File: src/common/csr_pkg.sv
package csr_pkg;

    localparam int xlen      = 32;
    localparam int csr_num_w = 14;
    localparam int int_w     = 13;
    localparam int hw_int_w  = 8;

    // LIE bit 10 has no interrupt line behind it
    localparam logic [int_w-1:0] ecfg_lie_mask = 13'h1bff;
    localparam logic [xlen-1:0]  timer_idle    = '1;  // Counter parked, timer stopped

    localparam int ecode_w    = 6;
    localparam int esubcode_w = 9;
    localparam int plv_w      = 2;

    typedef enum logic [csr_num_w-1:0] {
        csr_crmd   = 14'h000,
        csr_prmd   = 14'h001,
        csr_ecfg   = 14'h004,
        csr_estat  = 14'h005,
        csr_era    = 14'h006,
        csr_badv   = 14'h007,
        csr_eentry = 14'h00c,
        csr_tcfg   = 14'h041,
        csr_tval   = 14'h042,
        csr_ticlr  = 14'h044
    } csr_addr_e;

    typedef enum logic [ecode_w-1:0] {
        ecode_int = 6'h00,
        ecode_ade = 6'h08,
        ecode_ale = 6'h09,
        ecode_sys = 6'h0b
    } ecode_e;

    localparam logic [esubcode_w-1:0] esubcode_adef = 9'h000;

    // CRMD and PRMD share the same low layout
    localparam int plv_lsb     = 0;
    localparam int ie_bit      = 2;
    localparam int crmd_da_bit = 3;

    localparam int is_sw_lsb    = 0;
    localparam int is_sw_w      = 2;
    localparam int is_hw_lsb    = 2;
    localparam int is_rsvd_bit  = 10;
    localparam int is_timer_bit = 11;
    localparam int is_ipi_bit   = 12;

    localparam int estat_ecode_lsb    = 16;
    localparam int estat_esubcode_lsb = 22;
    localparam int eentry_va_lsb      = 6;

    localparam int tcfg_en_bit       = 0;
    localparam int tcfg_periodic_bit = 1;
    localparam int tcfg_initval_lsb  = 2;
    localparam int ticlr_clr_bit     = 0;

    typedef struct packed {
        logic            we;
        csr_addr_e       num;
        logic [xlen-1:0] wmask;
        logic [xlen-1:0] wvalue;
    } csr_wr_t;

    typedef struct packed {
        logic                  ex;
        logic                  ertn;
        logic [xlen-1:0]       pc;
        ecode_e                ecode;
        logic [esubcode_w-1:0] esubcode;
        logic [xlen-1:0]       vaddr;
    } exc_evt_t;

    typedef struct packed {
        logic [plv_w-1:0]              plv;
        logic                          ie;
        logic [plv_w-1:0]              pplv;
        logic                          pie;
        ecode_e                        ecode;
        logic [esubcode_w-1:0]         esubcode;
        logic [xlen-1:0]               era;
        logic [xlen-1:0]               badv;
        logic [xlen-eentry_va_lsb-1:0] eentry_va;
    } exc_view_t;

    typedef struct packed {
        logic [int_w-1:0]                 lie;
        logic [int_w-1:0]                 is;
        logic                             tcfg_en;
        logic                             tcfg_periodic;
        logic [xlen-tcfg_initval_lsb-1:0] tcfg_initval;
        logic [xlen-1:0]                  tval;
    } int_view_t;

    // New bits where the mask is set, old bits elsewhere
    function automatic logic [xlen-1:0] merge_wr(input logic [xlen-1:0] old_val,
                                                 input logic [xlen-1:0] wmask,
                                                 input logic [xlen-1:0] wvalue);
        return (wmask & wvalue) | (~wmask & old_val);
    endfunction

endpackage

File: src/logic/exc_state_regs.sv
`timescale 1ns/10ps
module exc_state_regs (
    input  logic                clk,
    input  logic                reset,
    input  csr_pkg::csr_wr_t    csr_wr,
    input  csr_pkg::exc_evt_t   exc_evt,
    output csr_pkg::exc_view_t  exc_view,
    output logic [31:0]         ex_entry,
    output logic [31:0]         ertn_entry
);
    import csr_pkg::*;

    logic [plv_w-1:0]              crmd_plv;
    logic                          crmd_ie;
    logic [plv_w-1:0]              prmd_pplv;
    logic                          prmd_pie;
    ecode_e                        estat_ecode;
    logic [esubcode_w-1:0]         estat_esubcode;
    logic [xlen-1:0]               era;
    logic [xlen-1:0]               badv;
    logic [xlen-eentry_va_lsb-1:0] eentry_va;

    logic            wr_crmd;
    logic            wr_prmd;
    logic            wr_era;
    logic            wr_eentry;
    logic [xlen-1:0] crmd_next;
    logic [xlen-1:0] prmd_next;
    logic [xlen-1:0] era_next;
    logic [xlen-1:0] eentry_next;
    logic            addr_err;
    logic            fetch_err;

    assign wr_crmd   = csr_wr.we && (csr_wr.num == csr_crmd);
    assign wr_prmd   = csr_wr.we && (csr_wr.num == csr_prmd);
    assign wr_era    = csr_wr.we && (csr_wr.num == csr_era);
    assign wr_eentry = csr_wr.we && (csr_wr.num == csr_eentry);

    assign crmd_next = merge_wr({{(xlen-plv_w-1){1'b0}}, crmd_ie, crmd_plv},
                                csr_wr.wmask, csr_wr.wvalue);
    assign prmd_next = merge_wr({{(xlen-plv_w-1){1'b0}}, prmd_pie, prmd_pplv},
                                csr_wr.wmask, csr_wr.wvalue);
    assign era_next  = merge_wr(era, csr_wr.wmask, csr_wr.wvalue);
    assign eentry_next = merge_wr({eentry_va, {eentry_va_lsb{1'b0}}},
                                  csr_wr.wmask, csr_wr.wvalue);

    assign addr_err  = (exc_evt.ecode == ecode_ade) || (exc_evt.ecode == ecode_ale);
    // An instruction fetch fault reports the PC itself as the bad address
    assign fetch_err = (exc_evt.ecode == ecode_ade) && (exc_evt.esubcode == esubcode_adef);

    always_ff @(posedge clk) begin
        if (reset) begin
            crmd_plv <= '0;
            crmd_ie  <= 1'b0;
        end else if (exc_evt.ex) begin
            crmd_plv <= '0;  // Handlers run at PLV0 with interrupts masked
            crmd_ie  <= 1'b0;
        end else if (exc_evt.ertn) begin
            crmd_plv <= prmd_pplv;
            crmd_ie  <= prmd_pie;
        end else if (wr_crmd) begin
            crmd_plv <= crmd_next[plv_lsb +: plv_w];
            crmd_ie  <= crmd_next[ie_bit];
        end
    end

    always_ff @(posedge clk) begin
        if (reset) begin
            prmd_pplv      <= '0;
            prmd_pie       <= 1'b0;
            era            <= '0;
            estat_ecode    <= ecode_int;
            estat_esubcode <= '0;
            badv           <= '0;
        end else if (exc_evt.ex) begin
            prmd_pplv      <= crmd_plv;
            prmd_pie       <= crmd_ie;
            era            <= exc_evt.pc;
            estat_ecode    <= exc_evt.ecode;
            estat_esubcode <= exc_evt.esubcode;
            if (addr_err)
                badv <= fetch_err ? exc_evt.pc : exc_evt.vaddr;
        end else begin
            if (wr_prmd) begin
                prmd_pplv <= prmd_next[plv_lsb +: plv_w];
                prmd_pie  <= prmd_next[ie_bit];
            end
            if (wr_era)
                era <= era_next;
        end
    end

    always_ff @(posedge clk) begin
        if (reset)
            eentry_va <= '0;
        else if (wr_eentry)
            eentry_va <= eentry_next[xlen-1:eentry_va_lsb];
    end

    assign exc_view.plv       = crmd_plv;
    assign exc_view.ie        = crmd_ie;
    assign exc_view.pplv      = prmd_pplv;
    assign exc_view.pie       = prmd_pie;
    assign exc_view.ecode     = estat_ecode;
    assign exc_view.esubcode  = estat_esubcode;
    assign exc_view.era       = era;
    assign exc_view.badv      = badv;
    assign exc_view.eentry_va = eentry_va;

    assign ex_entry   = {eentry_va, {eentry_va_lsb{1'b0}}};
    assign ertn_entry = era;

    // The writeback stage retires at most one of these per cycle
    a_ex_ertn_exclusive: assert property (@(posedge clk) disable iff (reset)
        !(exc_evt.ex && exc_evt.ertn));

endmodule

File: src/logic/timer_int_regs.sv
`timescale 1ns/10ps
module timer_int_regs (
    input  logic               clk,
    input  logic               reset,
    input  csr_pkg::csr_wr_t   csr_wr,
    input  logic [7:0]         hw_int_in,
    input  logic               ipi_int_in,
    output csr_pkg::int_view_t int_view
);
    import csr_pkg::*;

    logic [int_w-1:0]                 ecfg_lie;
    logic [is_sw_w-1:0]               is_sw;
    logic [hw_int_w-1:0]              is_hw;
    logic                             is_timer;
    logic                             is_ipi;
    logic [int_w-1:0]                 is_all;
    logic                             tcfg_en;
    logic                             tcfg_periodic;
    logic [xlen-tcfg_initval_lsb-1:0] tcfg_initval;
    logic [xlen-1:0]                  timer_cnt;

    logic            wr_ecfg;
    logic            wr_estat;
    logic            wr_tcfg;
    logic            ticlr_clr;
    logic [xlen-1:0] ecfg_next;
    logic [xlen-1:0] estat_next;
    logic [xlen-1:0] tcfg_next;

    assign wr_ecfg   = csr_wr.we && (csr_wr.num == csr_ecfg);
    assign wr_estat  = csr_wr.we && (csr_wr.num == csr_estat);
    assign wr_tcfg   = csr_wr.we && (csr_wr.num == csr_tcfg);
    assign ticlr_clr = csr_wr.we && (csr_wr.num == csr_ticlr)
                    && csr_wr.wmask[ticlr_clr_bit] && csr_wr.wvalue[ticlr_clr_bit];

    assign ecfg_next  = merge_wr({{(xlen-int_w){1'b0}}, ecfg_lie},
                                 csr_wr.wmask, csr_wr.wvalue);
    assign estat_next = merge_wr({{(xlen-is_sw_w){1'b0}}, is_sw},
                                 csr_wr.wmask, csr_wr.wvalue);
    assign tcfg_next  = merge_wr({tcfg_initval, tcfg_periodic, tcfg_en},
                                 csr_wr.wmask, csr_wr.wvalue);

    always_ff @(posedge clk) begin
        if (reset) begin
            ecfg_lie <= '0;
            is_sw    <= '0;
            is_hw    <= '0;
            is_ipi   <= 1'b0;
        end else begin
            if (wr_ecfg)
                ecfg_lie <= ecfg_next[int_w-1:0] & ecfg_lie_mask;
            if (wr_estat)
                is_sw <= estat_next[is_sw_lsb +: is_sw_w];
            is_hw  <= hw_int_in;  // Sampled every cycle, no latching
            is_ipi <= ipi_int_in;
        end
    end

    always_ff @(posedge clk) begin
        if (reset) begin
            tcfg_en       <= 1'b0;
            tcfg_periodic <= 1'b0;
            tcfg_initval  <= '0;
        end else if (wr_tcfg) begin
            tcfg_en       <= tcfg_next[tcfg_en_bit];
            tcfg_periodic <= tcfg_next[tcfg_periodic_bit];
            tcfg_initval  <= tcfg_next[xlen-1:tcfg_initval_lsb];
        end
    end

    // Enabling through TCFG restarts the count from the freshly written value
    always_ff @(posedge clk) begin
        if (reset)
            timer_cnt <= timer_idle;
        else if (wr_tcfg && tcfg_next[tcfg_en_bit])
            timer_cnt <= {tcfg_next[xlen-1:tcfg_initval_lsb], {tcfg_initval_lsb{1'b0}}};
        else if (tcfg_en && (timer_cnt != timer_idle)) begin
            if ((timer_cnt == '0) && tcfg_periodic)
                timer_cnt <= {tcfg_initval, {tcfg_initval_lsb{1'b0}}};
            else
                timer_cnt <= timer_cnt - xlen'(1);  // One-shot wraps to idle
        end
    end

    always_ff @(posedge clk) begin
        if (reset)
            is_timer <= 1'b0;
        else if (timer_cnt == '0)
            is_timer <= 1'b1;
        else if (ticlr_clr)
            is_timer <= 1'b0;
    end

    always_comb begin
        is_all = '0;
        is_all[is_sw_lsb +: is_sw_w]  = is_sw;
        is_all[is_hw_lsb +: hw_int_w] = is_hw;
        is_all[is_timer_bit]          = is_timer;
        is_all[is_ipi_bit]            = is_ipi;
    end

    assign int_view.lie           = ecfg_lie;
    assign int_view.is            = is_all;
    assign int_view.tcfg_en       = tcfg_en;
    assign int_view.tcfg_periodic = tcfg_periodic;
    assign int_view.tcfg_initval  = tcfg_initval;
    assign int_view.tval          = timer_cnt;

    a_is_rsvd_zero: assert property (@(posedge clk) disable iff (reset)
        !int_view.is[is_rsvd_bit] && !int_view.lie[is_rsvd_bit]);

endmodule

File: src/logic/csr_read_combine.sv
`timescale 1ns/10ps
module csr_read_combine (
    input  csr_pkg::csr_addr_e csr_num,
    input  csr_pkg::exc_view_t exc_view,
    input  csr_pkg::int_view_t int_view,
    output logic [31:0]        csr_rvalue,
    output logic               has_int
);
    import csr_pkg::*;

    always_comb begin
        csr_rvalue = '0;
        case (csr_num)
            csr_crmd: begin
                csr_rvalue[plv_lsb +: plv_w] = exc_view.plv;
                csr_rvalue[ie_bit]           = exc_view.ie;
                csr_rvalue[crmd_da_bit]      = 1'b1;  // Direct address mode only
            end
            csr_prmd: begin
                csr_rvalue[plv_lsb +: plv_w] = exc_view.pplv;
                csr_rvalue[ie_bit]           = exc_view.pie;
            end
            csr_ecfg:   csr_rvalue[int_w-1:0] = int_view.lie;
            csr_estat: begin
                csr_rvalue[int_w-1:0]                         = int_view.is;
                csr_rvalue[estat_ecode_lsb +: ecode_w]        = exc_view.ecode;
                csr_rvalue[estat_esubcode_lsb +: esubcode_w]  = exc_view.esubcode;
            end
            csr_era:    csr_rvalue = exc_view.era;
            csr_badv:   csr_rvalue = exc_view.badv;
            csr_eentry: csr_rvalue[xlen-1:eentry_va_lsb] = exc_view.eentry_va;
            csr_tcfg: begin
                csr_rvalue[tcfg_en_bit]                = int_view.tcfg_en;
                csr_rvalue[tcfg_periodic_bit]          = int_view.tcfg_periodic;
                csr_rvalue[xlen-1:tcfg_initval_lsb]    = int_view.tcfg_initval;
            end
            csr_tval:   csr_rvalue = int_view.tval;
            // TICLR is write-only and reads back as zero like unlisted numbers
            default:    csr_rvalue = '0;
        endcase
    end

    always_comb begin
        has_int = (|(int_view.is & int_view.lie)) && exc_view.ie;
    end

endmodule

File: src/logic/csr_top.sv
`timescale 1ns/10ps
module csr_top (
    input  logic               clk,
    input  logic               reset,
    input  csr_pkg::csr_addr_e csr_num,
    input  csr_pkg::csr_wr_t   csr_wr,
    input  csr_pkg::exc_evt_t  exc_evt,
    input  logic [7:0]         hw_int_in,
    input  logic               ipi_int_in,
    output logic [31:0]        csr_rvalue,
    output logic               has_int,
    output logic [31:0]        ex_entry,
    output logic [31:0]        ertn_entry
);
    import csr_pkg::*;

    exc_view_t exc_view;
    int_view_t int_view;

    // Both register blocks see every write and decode their own numbers
    exc_state_regs i_exc_state_regs (
        .clk        (clk),
        .reset      (reset),
        .csr_wr     (csr_wr),
        .exc_evt    (exc_evt),
        .exc_view   (exc_view),
        .ex_entry   (ex_entry),
        .ertn_entry (ertn_entry)
    );

    timer_int_regs i_timer_int_regs (
        .clk        (clk),
        .reset      (reset),
        .csr_wr     (csr_wr),
        .hw_int_in  (hw_int_in),
        .ipi_int_in (ipi_int_in),
        .int_view   (int_view)
    );

    csr_read_combine i_csr_read_combine (
        .csr_num    (csr_num),
        .exc_view   (exc_view),
        .int_view   (int_view),
        .csr_rvalue (csr_rvalue),
        .has_int    (has_int)
    );

endmodule

File: config.mk
export PLATFORM = sky130hd
export DESIGN_NAME = csr_top
export DESIGN_NICKNAME = d
export VERILOG_FILES = /design/src/common/csr_pkg.sv /design/src/logic/exc_state_regs.sv /design/src/logic/timer_int_regs.sv /design/src/logic/csr_read_combine.sv /design/src/logic/csr_top.sv
export SDC_FILE = /design/constraint.sdc
export NUM_CORES = 1
export LEC_CHECK = 0
export BUFFER_PORTS_ARGS = -buffer_cell sky130_fd_sc_hd__buf_2
export CORE_MARGIN = 4
export CORE_UTILIZATION = 45
export CTS_CLUSTER_DIAMETER = 30
export CTS_CLUSTER_SIZE = 16
export DETAILED_ROUTE_END_ITERATION = 16
export PLACE_DENSITY = 0.75
export SYNTH_ARGS = -nofsm -noshare
export SYNTH_HDL_FRONTEND = slang
export SYNTH_SLANG_ARGS = --single-unit
File: constraint.sdc
create_clock -name clk -period 3.1 [get_ports clk]
set_input_delay 0.31 -clock clk [delete_from_list [all_inputs] [get_ports clk]]
set_output_delay 0.31 -clock clk [all_outputs]
set_load 0.03 [all_outputs]
# After elaboration in Yosys (flattened, before gate mapping)
# Index checks and enable logic that the tools add are counted.
[word_totals] reg_bits=199 inputBits=185 elab_cells=105
[classes] n_addsub=1 eq_ne=18 mux=23 bitwise=17 n_reduce_logical=28
[op_table] op="32-bit two-way mux" n=6
[op_table] op="32-bit bitwise AND" n=4
[op_table] op="14-bit by 3-bit == test with 1-bit output, second input constant" n=7
[op_table] op="32-bit bitwise OR" n=3
[op_table] op="15-bit one-hot mux with 6 select lines" n=1
[op_table] op="14-bit by 7-bit == test with 1-bit output, second input constant" n=4
[op_table] op="7-bit one-hot mux with 7 select lines" n=1
[op_table] op="32-bit logical NOT" n=1
[op_table] op="32-bit inequality test, second input constant" n=1
[op_table] op="32-bit NOT" n=1
[op_table] op="32-bit by 1-bit subtractor with 32-bit output, second input constant" n=1
[op_table] op="14-bit by 1-bit == test with 1-bit output, second input constant" n=2
[op_table] op="14-bit by 4-bit == test with 1-bit output, second input constant" n=2
[op_table] op="14-bit logical NOT" n=2
[op_table] op="13-bit bitwise AND" n=2
[op_table] op="3-bit one-hot mux with 8 select lines" n=1
[op_table] op="1-bit logical AND" n=15
[op_table] op="3-bit one-hot mux with 5 select lines" n=1
[op_table] op="13-bit bitwise OR" n=1
[op_table] op="13-bit OR reduction" n=1
[op_table] op="6-bit by 4-bit == test with 1-bit output, second input constant" n=2
[op_table] op="2-bit one-hot mux with 6 select lines" n=1
[op_table] op="2-bit nonzero test" n=5
[op_table] op="9-bit logical NOT" n=1
[op_table] op="11 further kinds" n=21

# Logic depth before layout (Yosys ltp)
# Gate-level depths: netlist of the first run.
[logic_depth] depth_word=6 ltp_mapped=11 ltp_nobuf=8

# By module
# From an unflattened synthesis of the first run, not the netlist that was laid out.
[hier_totals] hier_cells=1523 hier_area_um2=12587.1
[by_module_without_submodules] mod="exc_state_regs" n_inst=1 cells_per_inst=672 area_per_inst_um2=5962.0 seq_area_each_um2=2222.1
[by_module_without_submodules] mod="timer_int_regs" n_inst=1 cells_per_inst=642 area_per_inst_um2=4859.7 seq_area_each_um2=1761.7
[by_module_without_submodules] mod="csr_read_combine" n_inst=1 cells_per_inst=209 area_per_inst_um2=1765.4 seq_area_each_um2=0.0

# Worst setup path before layout of the first run
# No wires, ideal clock.
[synth_path] path_type="input to output" startpoint="in csr_num[0]" endpoint="out csr_rvalue[3]" t_arrival_ps=2206 t_required_ps=2790 slack_ps=584 stages=7 n_path_buf=3 cell_sequence="buf_2 buf_1 clkbuf_1 mux2i_1 nor2_1 a21oi_1 o21ai_0"
[synth_via] elab_chain_len=2 elab_cells_between_ends=8 cone_classes="6 x eq/ne; 1 x mux; 1 x reduce/logical"
[synth_lines] element="start: declaration" line="csr_top.sv:5" source="input csr_pkg::csr_addr_e csr_num,"
[synth_lines] element="14-bit by 7-bit == test with 1-bit output (tied with other cells)" line="csr_read_combine.sv:13" source="case (csr_num)"
[synth_lines] element="1-bit one-hot mux with 7 select lines *" line="csr_read_combine.sv:13"
[synth_lines] element="end: declaration" line="csr_top.sv:10" source="output logic [31:0] csr_rvalue,"
# Mark *: on every way between the ends. The rest lies on a longest branch, timed or not.

# Worst setup path after layout of the first run
[layout_path] startpoint="reg i_timer_int_regs.timer_cnt[0]" endpoint="reg i_timer_int_regs.timer_cnt[6]"
[layout_via] elab_chain_len=5 elab_cells_between_ends=9 cone_classes="1 x add/sub; 1 x eq/ne; 3 x mux; 4 x reduce/logical"
[layout_lines] element="start: declaration" line="timer_int_regs.sv:21" source="logic [xlen-1:0] timer_cnt;"
[layout_lines] element="start signal: assignment" line="timer_int_regs.sv:75" source="timer_cnt <= timer_idle;"
[layout_lines] element="start signal: assignment" line="timer_int_regs.sv:77" source="timer_cnt <= {tcfg_next[xlen-1:tcfg_initval_lsb], {tcfg_initval_lsb{1'b0}}};"
[layout_lines] element="start signal: assignment" line="timer_int_regs.sv:80" source="timer_cnt <= {tcfg_initval, {tcfg_initval_lsb{1'b0}}};"
[layout_lines] element="parallel branches: the longest is 5 deep, another holds 32-bit by 1-bit subtractor with 32-bit output"
# Parallel ways; which one is timed is not known. The select of a mux whose other input is x is not followed.
# A chain may end at the register's enable or synchronous reset.

==> metrics, run 1 <==
DRC viols=0; leading post-synthesis cells by cell area=dfxtp_1, mux2i_1, nand2_1; GR Overflow Total=0; Worst Tran Pin Value=~1100 ps; CTS resizes=0; H-tree levels=4; via count=between 10000 and 15000; GRT Total Usage=about a quarter; Setup Fix Bufs, Post-CTS=0; Synth Register Bits=roughly 200; CP bufs+invs=2; Max Cap Viol=0; Pleak=5.65 nW; Die Y=roughly 170 microns; Final ANT Viol Nets=0; DR iter-0 viols=1197; ratio of cells with drive above 1 in the final layout=24.7%; post-route cell area=between 10000 and 15000 sq um; asr flop ratio synth=0%; Worst Setup Path Type=reg -> reg; Mean Syn Cell Area=7.92 sq um; final hold violations=0; Yosys top cell by area=dfxtp_1; cell row count=58; setup TNS=0 ps; max_slew headroom=24.8%; endpoint type of the worst setup path=flop; clock network latency to the later pin of the worst-skew pair=430 ps; Tcrit/Tclk final=between 80 and 90%; Setup Skew=6.23 ps; Worst EP arrival=2990 ps; Final HPWL DP=~27 mm; synthesized cell area=between 10000 and 15000 sq um; io pins=282; Port Buffer Count=275; max-slew violations=0; Post-CTS Hold Buffers=0; Post-Synthesis Cells=1475; Bufs on Longest Clock Path=2; RSZ-0062 raised after global routing=no; crit start category=flop; Post-synth EDFFs=0; slowest CP cell=or4_1; Avg Vias per Cell=~6.0; post-synth top area share=34.1%; Clock Tree Root=clkbuf_16; max incr delay on CP=440 ps; vias in the first global route=11200; post-route minimum period=2700 ps; Sink Count=approximately 200; Routed WL=38.2 mm; CTS tree=built; PwrDens=412 nW/um^2; die footprint=28600 sq um; drt wl/cell=19.3 microns; Worst Path Required=between 3000 and 4000 ps; number of antenna diodes=0; clock transition at the registers of the reported paths=70 ps; Netlist cell types=68; total CTS buffers=17; Floorplan Core Area=25300 sq um; final setup fails=0; Worst Hold Class=in -> reg; Top Family by Delay on Critical Path=simple AND/OR/NAND/NOR gates; Initial Util=46.1%; first-pass GRT wire length=59.7 mm; Area after DPL=between 10000 and 15000 sq um; fin nets=roughly 1800; area grow syn2layout=15.6%; Synth Flop Type=dfxtp_1; first-pass iteration count of the detailed router=6; Synthesis Warnings=0; CP Cell Sequence=inv_1 -> ha_1 -> nor4b_1 -> nand4_1 -> or4_1 -> buf_4 -> and3_1 -> o21ai_0 -> a32oi_1; status=completed; die width=169 microns; largest net degree at the start of global routing=174; Final GP Congestion=around 0.87; initial antenna violation count=0; Seq/Total Area, Yosys=34.1%; Achievable Freq=371 MHz; VDD IR max=0.000346 V; Post-synth top cells=nand2_1, dfxtp_1, nor2_1, mux2i_1, nand3_1; crit-path max FO=40; most common cell in the netlist=nand2_1
-- cells in the final DEF (no fill, tap or decap), types with 28 or more instances in the layout --
cell / instances
mux2i_1: 119
mux2_2: 37
nor2_1: 164
buf_2: 274
nand3_1: 85
nor3_1: 29
a211oi_1: 60
a21oi_1: 58
nand2_1: 227
a311oi_1: 36
buf_4: 38
dfxtp_1: 199
o21ai_0: 28
-- area by class of cell --
| type | instances | area, sq um |
|---|---|---|
| Sequential cell | 199 | 3980 |
| Timing Repair Buffer | 315 | 1720 |
| Fill cell | 2386 | 11800 |
| Inverter | 19 | 71.3 |
| Tap cell | 330 | 413 |
| Clock inverter | 11 | 138 |
| Clock buffer | 21 | 470 |
| Multi-Input combinational cell | 1086 | 6720 |
-- metrics by stage --
stage	power [mW]	instances	hold WS [ps]	util [%]	setup slack, ps
2_1_floorplan	3.03	1480	438	-	584
3_3_place_gp	3.26	1949	451	50.9	520
3_5_place_dp	3.27	1949	458	50.9	453
4_1_cts	5.58	1981	85.6	53.3	432
5_1_grt	5.74	1981	85.4	53.3	206
6_report	5.56	1981	106	53.3	402
-- final timing paths --
| path | start | endpoint | slack, ps | depth (start not counted) |
|---|---|---|---|---|
| hold / removal | ipi_int_in | i_timer_int_regs.is_ipi$_SDFF_PP0_ | 110 | 2 |
| setup / recovery | i_timer_int_regs.timer_cnt[0]$_SDFFE_PP1P_ | i_timer_int_regs.timer_cnt[6]$_SDFFE_PP1P_ | 400 | 9 |
| hold reg to reg | flop | flop | 470 | 2 |
| setup reg to reg | i_timer_int_regs.timer_cnt[0]$_SDFFE_PP1P_ | i_timer_int_regs.timer_cnt[6]$_SDFFE_PP1P_ | 400 | 9 |
-- per-layer routing --
layer	part of all wire [%]	up-vias	global-route usage [%]	wire length [microns]
met2	47	519	42.8	18000
met1	43	5642	34.0	16500
met3	7.6	64	4.27	2890
met4	2.0	0	7.04	774
met5	0	-	0	0
li1	-	5628	-	-
-- logic make-up (layout without fill, tap and decap cells) --
| kind of cell | Yosys count | after routing | share of synthesized area, % |
|---|---|---|---|
| simple gates | 615 | 615 | 23.8 |
| compound gates | 306 | 306 | 19.0 |
| flops | 199 | 199 | 34.1 |
| buf+inv | 195 | 366 | 8.95 |
| mux | 156 | 156 | 13.8 |
| fa+ha+maj | 3 | 3 | 0.321 |
| other cells | 1 | 6 | 0.0321 |
-- report_power, final --
| part | switching, mW | internal (mW) |
|---|---|---|
| Sequential | 0.0391 | 2.61 |
| Clock | 1.07 | 1.28 |
| Combinational | 0.351 | 0.214 |
Power figures use the tool's default switching activity.
==> run 2: changes to the inputs <==
Clock period 3.1 ns to 2.9 ns, I/O delays scaled along.
==> run 2 against run 1 <==
Net effect:
- combinational power is 7.6% higher
- global-route usage hardly changed
- register-to-register slack worse by 70 ps
==> metrics, run 2 (synthesis results as in run 1) <==
Routed WL=38.1 mm (was 38.2 mm); Sink Count=199 (unchanged); Area after DPL=12900 sq um (about the same); Achievable Freq=389 MHz (was 371 MHz); met2 GRT Util=43.3% (was 42.8%); Worst Hold Class=in -> reg (unchanged); io pins=282 (unchanged); max-slew violations=0 (unchanged); DR iter-0 viols=1069 (was 1197); Final GP Congestion=0.909 (was 0.866); Worst Tran Pin Value=1090 ps (was 1130 ps); Pleak=5.67 nW (was 5.65 nW); first-pass iteration count of the detailed router=6 (unchanged); fin nets=1830 (was 1826); via count=11900 (about the same); die width=169 microns (unchanged); post-route minimum period=2570 ps (was 2700 ps); final hold violations=0 (unchanged); combinational power share=10.1% (about the same); RSZ-0062 raised after global routing=no (unchanged); Worst Path Required=3200 ps (was 3400 ps); DRC viols=0 (unchanged); Worst EP arrival=2870 ps (was 2990 ps); Clock Tree Root=clkbuf_16 (unchanged); status=completed (unchanged); Final ANT Viol Nets=0 (unchanged); Bufs on Longest Clock Path=2 (unchanged); GR Overflow Total=0 (unchanged); VDD IR max=0.000249 V (was 0.000346 V); Tcrit/Tclk final=88.6% (was 87.0%); area grow syn2layout=16.1% (was 15.6%); Placed Cells=1953 (was 1949); first-pass GRT wire length=59.8 mm (was 59.7 mm); met1 usage=33.5% (was 34.0%); total CTS buffers=17 (unchanged); largest net degree at the start of global routing=73 (was 174); final setup fails=0 (unchanged); Non-Filler Instances=1985 (was 1981); setup TNS=0 ps (unchanged); crit start category=flop (unchanged); Sw Ratio=26.4% (was 26.3%); Setup Skew=8.55 ps (was 6.23 ps); max_slew headroom=27.1% (was 24.8%); commonest non-fill, non-tap cell in the layout=buf_2 (unchanged); Initial Util=46.1% (unchanged); CTS tree=built (unchanged); initial antenna violation count=0 (unchanged); Floorplan Core Area=25300 sq um (unchanged); ratio of cells with drive above 1 in the final layout=25.0% (was 24.7%); Flop pwr share=47.3% (was 47.6%); CTS resizes=0 (unchanged); GRT Total Usage=25.4% (was 25.5%); endpoint type of the worst setup path=flop (unchanged); vias in the first global route=11300 (was 11200); Final HPWL DP=27.8 mm (was 27.4 mm); cell-internal power=4.40 mW (was 4.10 mW); highest-count cells in the layout ignoring fill and taps=buf_2, nand2_1, dfxtp_1 (unchanged); drt wl/cell=19.2 microns (was 19.3 microns); PwrDens=441 nW/um^2 (was 412 nW/um^2); Psw=1.58 mW (was 1.46 mW); post-route cell area=13600 sq um (was 13500 sq um); number of antenna diodes=0 (unchanged); Avg Vias per Cell=5.99 (was 5.98); crit-path max FO=24 (was 40); cell row count=58 (unchanged); Worst Setup Path Type=reg -> reg (unchanged); met3 usage=4.25% (was 4.27%); Clock Power Share=42.5% (was 42.2%); Max Cap Viol=0 (unchanged); Die Y=169 microns (unchanged); GRT busiest layer=met2 (unchanged); Port Buffer Count=275 (unchanged); H-tree levels=4 (unchanged); Setup Fix Bufs, Post-CTS=0 (unchanged); clock network latency to the later pin of the worst-skew pair=440 ps (was 430 ps); clock transition at the registers of the reported paths=80 ps (was 70 ps); Post-CTS Hold Buffers=0 (unchanged); die footprint=28600 sq um (unchanged)
==> run 2: cell types whose count changed in the layout (fill, tap and decap cells not counted), sizes merged <==
cell | previous run | this run
clkinvlp | 0 | 2
inv | 24 | 23
buf | 315 | 319
clkbuf | 21 | 17
bufinv | 2 | 3
clkinv | 4 | 6
==> run 2: stage by stage <==
step	power, mW	setup slack (ps)	util (%)	hold slack [ps]
after CTS	6.01	419	53.6	66.9
after global placement	3.48	395	51.1	450
final	5.98	332	53.6	85.0
after detailed placement	3.49	438	51.1	456
after global routing	6.18	229	53.6	64.3
after floorplan	3.24	424	-	418
==> run 2: layout make-up <==
class | instances | area, sq um
Multi-Input combinational cell | 1086 | 6720
Tap cell | 330 | 413
Sequential cell | 199 | 3980
Inverter | 19 | 71.3
Clock buffer | 17 | 425
Fill cell | 2412 | 11800
Clock inverter | 15 | 195
Timing Repair Buffer | 319 | 1760
==> run 2: final timing paths <==
kind | start | endpoint | slack, ps | cells past startpoint
worst min-delay path | hw_int_in[0] | i_timer_int_regs.is_hw[0]$_SDFF_PP0_ | 80 | 2
worst max register to register | i_timer_int_regs.timer_cnt[0]$_SDFFE_PP1P_ | i_timer_int_regs.timer_cnt[6]$_SDFFE_PP1P_ | 330 | 9
worst max-delay path | i_timer_int_regs.timer_cnt[0]$_SDFFE_PP1P_ | i_timer_int_regs.timer_cnt[6]$_SDFFE_PP1P_ | 330 | 9
worst min register to register | flop | flop | 470 | 2
==> run 2: critical path, cell delays in order, from the launching register on <==
cell and delay (ps):
dfxtp_1 380, inv_1 110, ha_1 150, nor4b_1 370, nand4_1 240, or4_1 480, buf_4 250, and3_1 190
o21ai_0 160, a32oi_1 110
==> run 2: power groups by stage <==
stage	Clock, mW	Combinational, mW	Sequential (mW)
after floorplan	0	0.363	2.88
after global placement	0	0.588	2.89
after detailed placement	0	0.598	2.89
after CTS	2.58	0.601	2.83
after global routing	2.69	0.654	2.84
final	2.54	0.607	2.83
==> run 2: per-layer routing <==
layer / vias to the layer above / share of wire, % / wire length (microns)
met5: - / 0 / 0
met2: 532 / 48 / 18200
met3: 63 / 7.5 / 2840
met4: 0 / 1.9 / 722
met1: 5669 / 43 / 16300
li1: 5630 / - / -
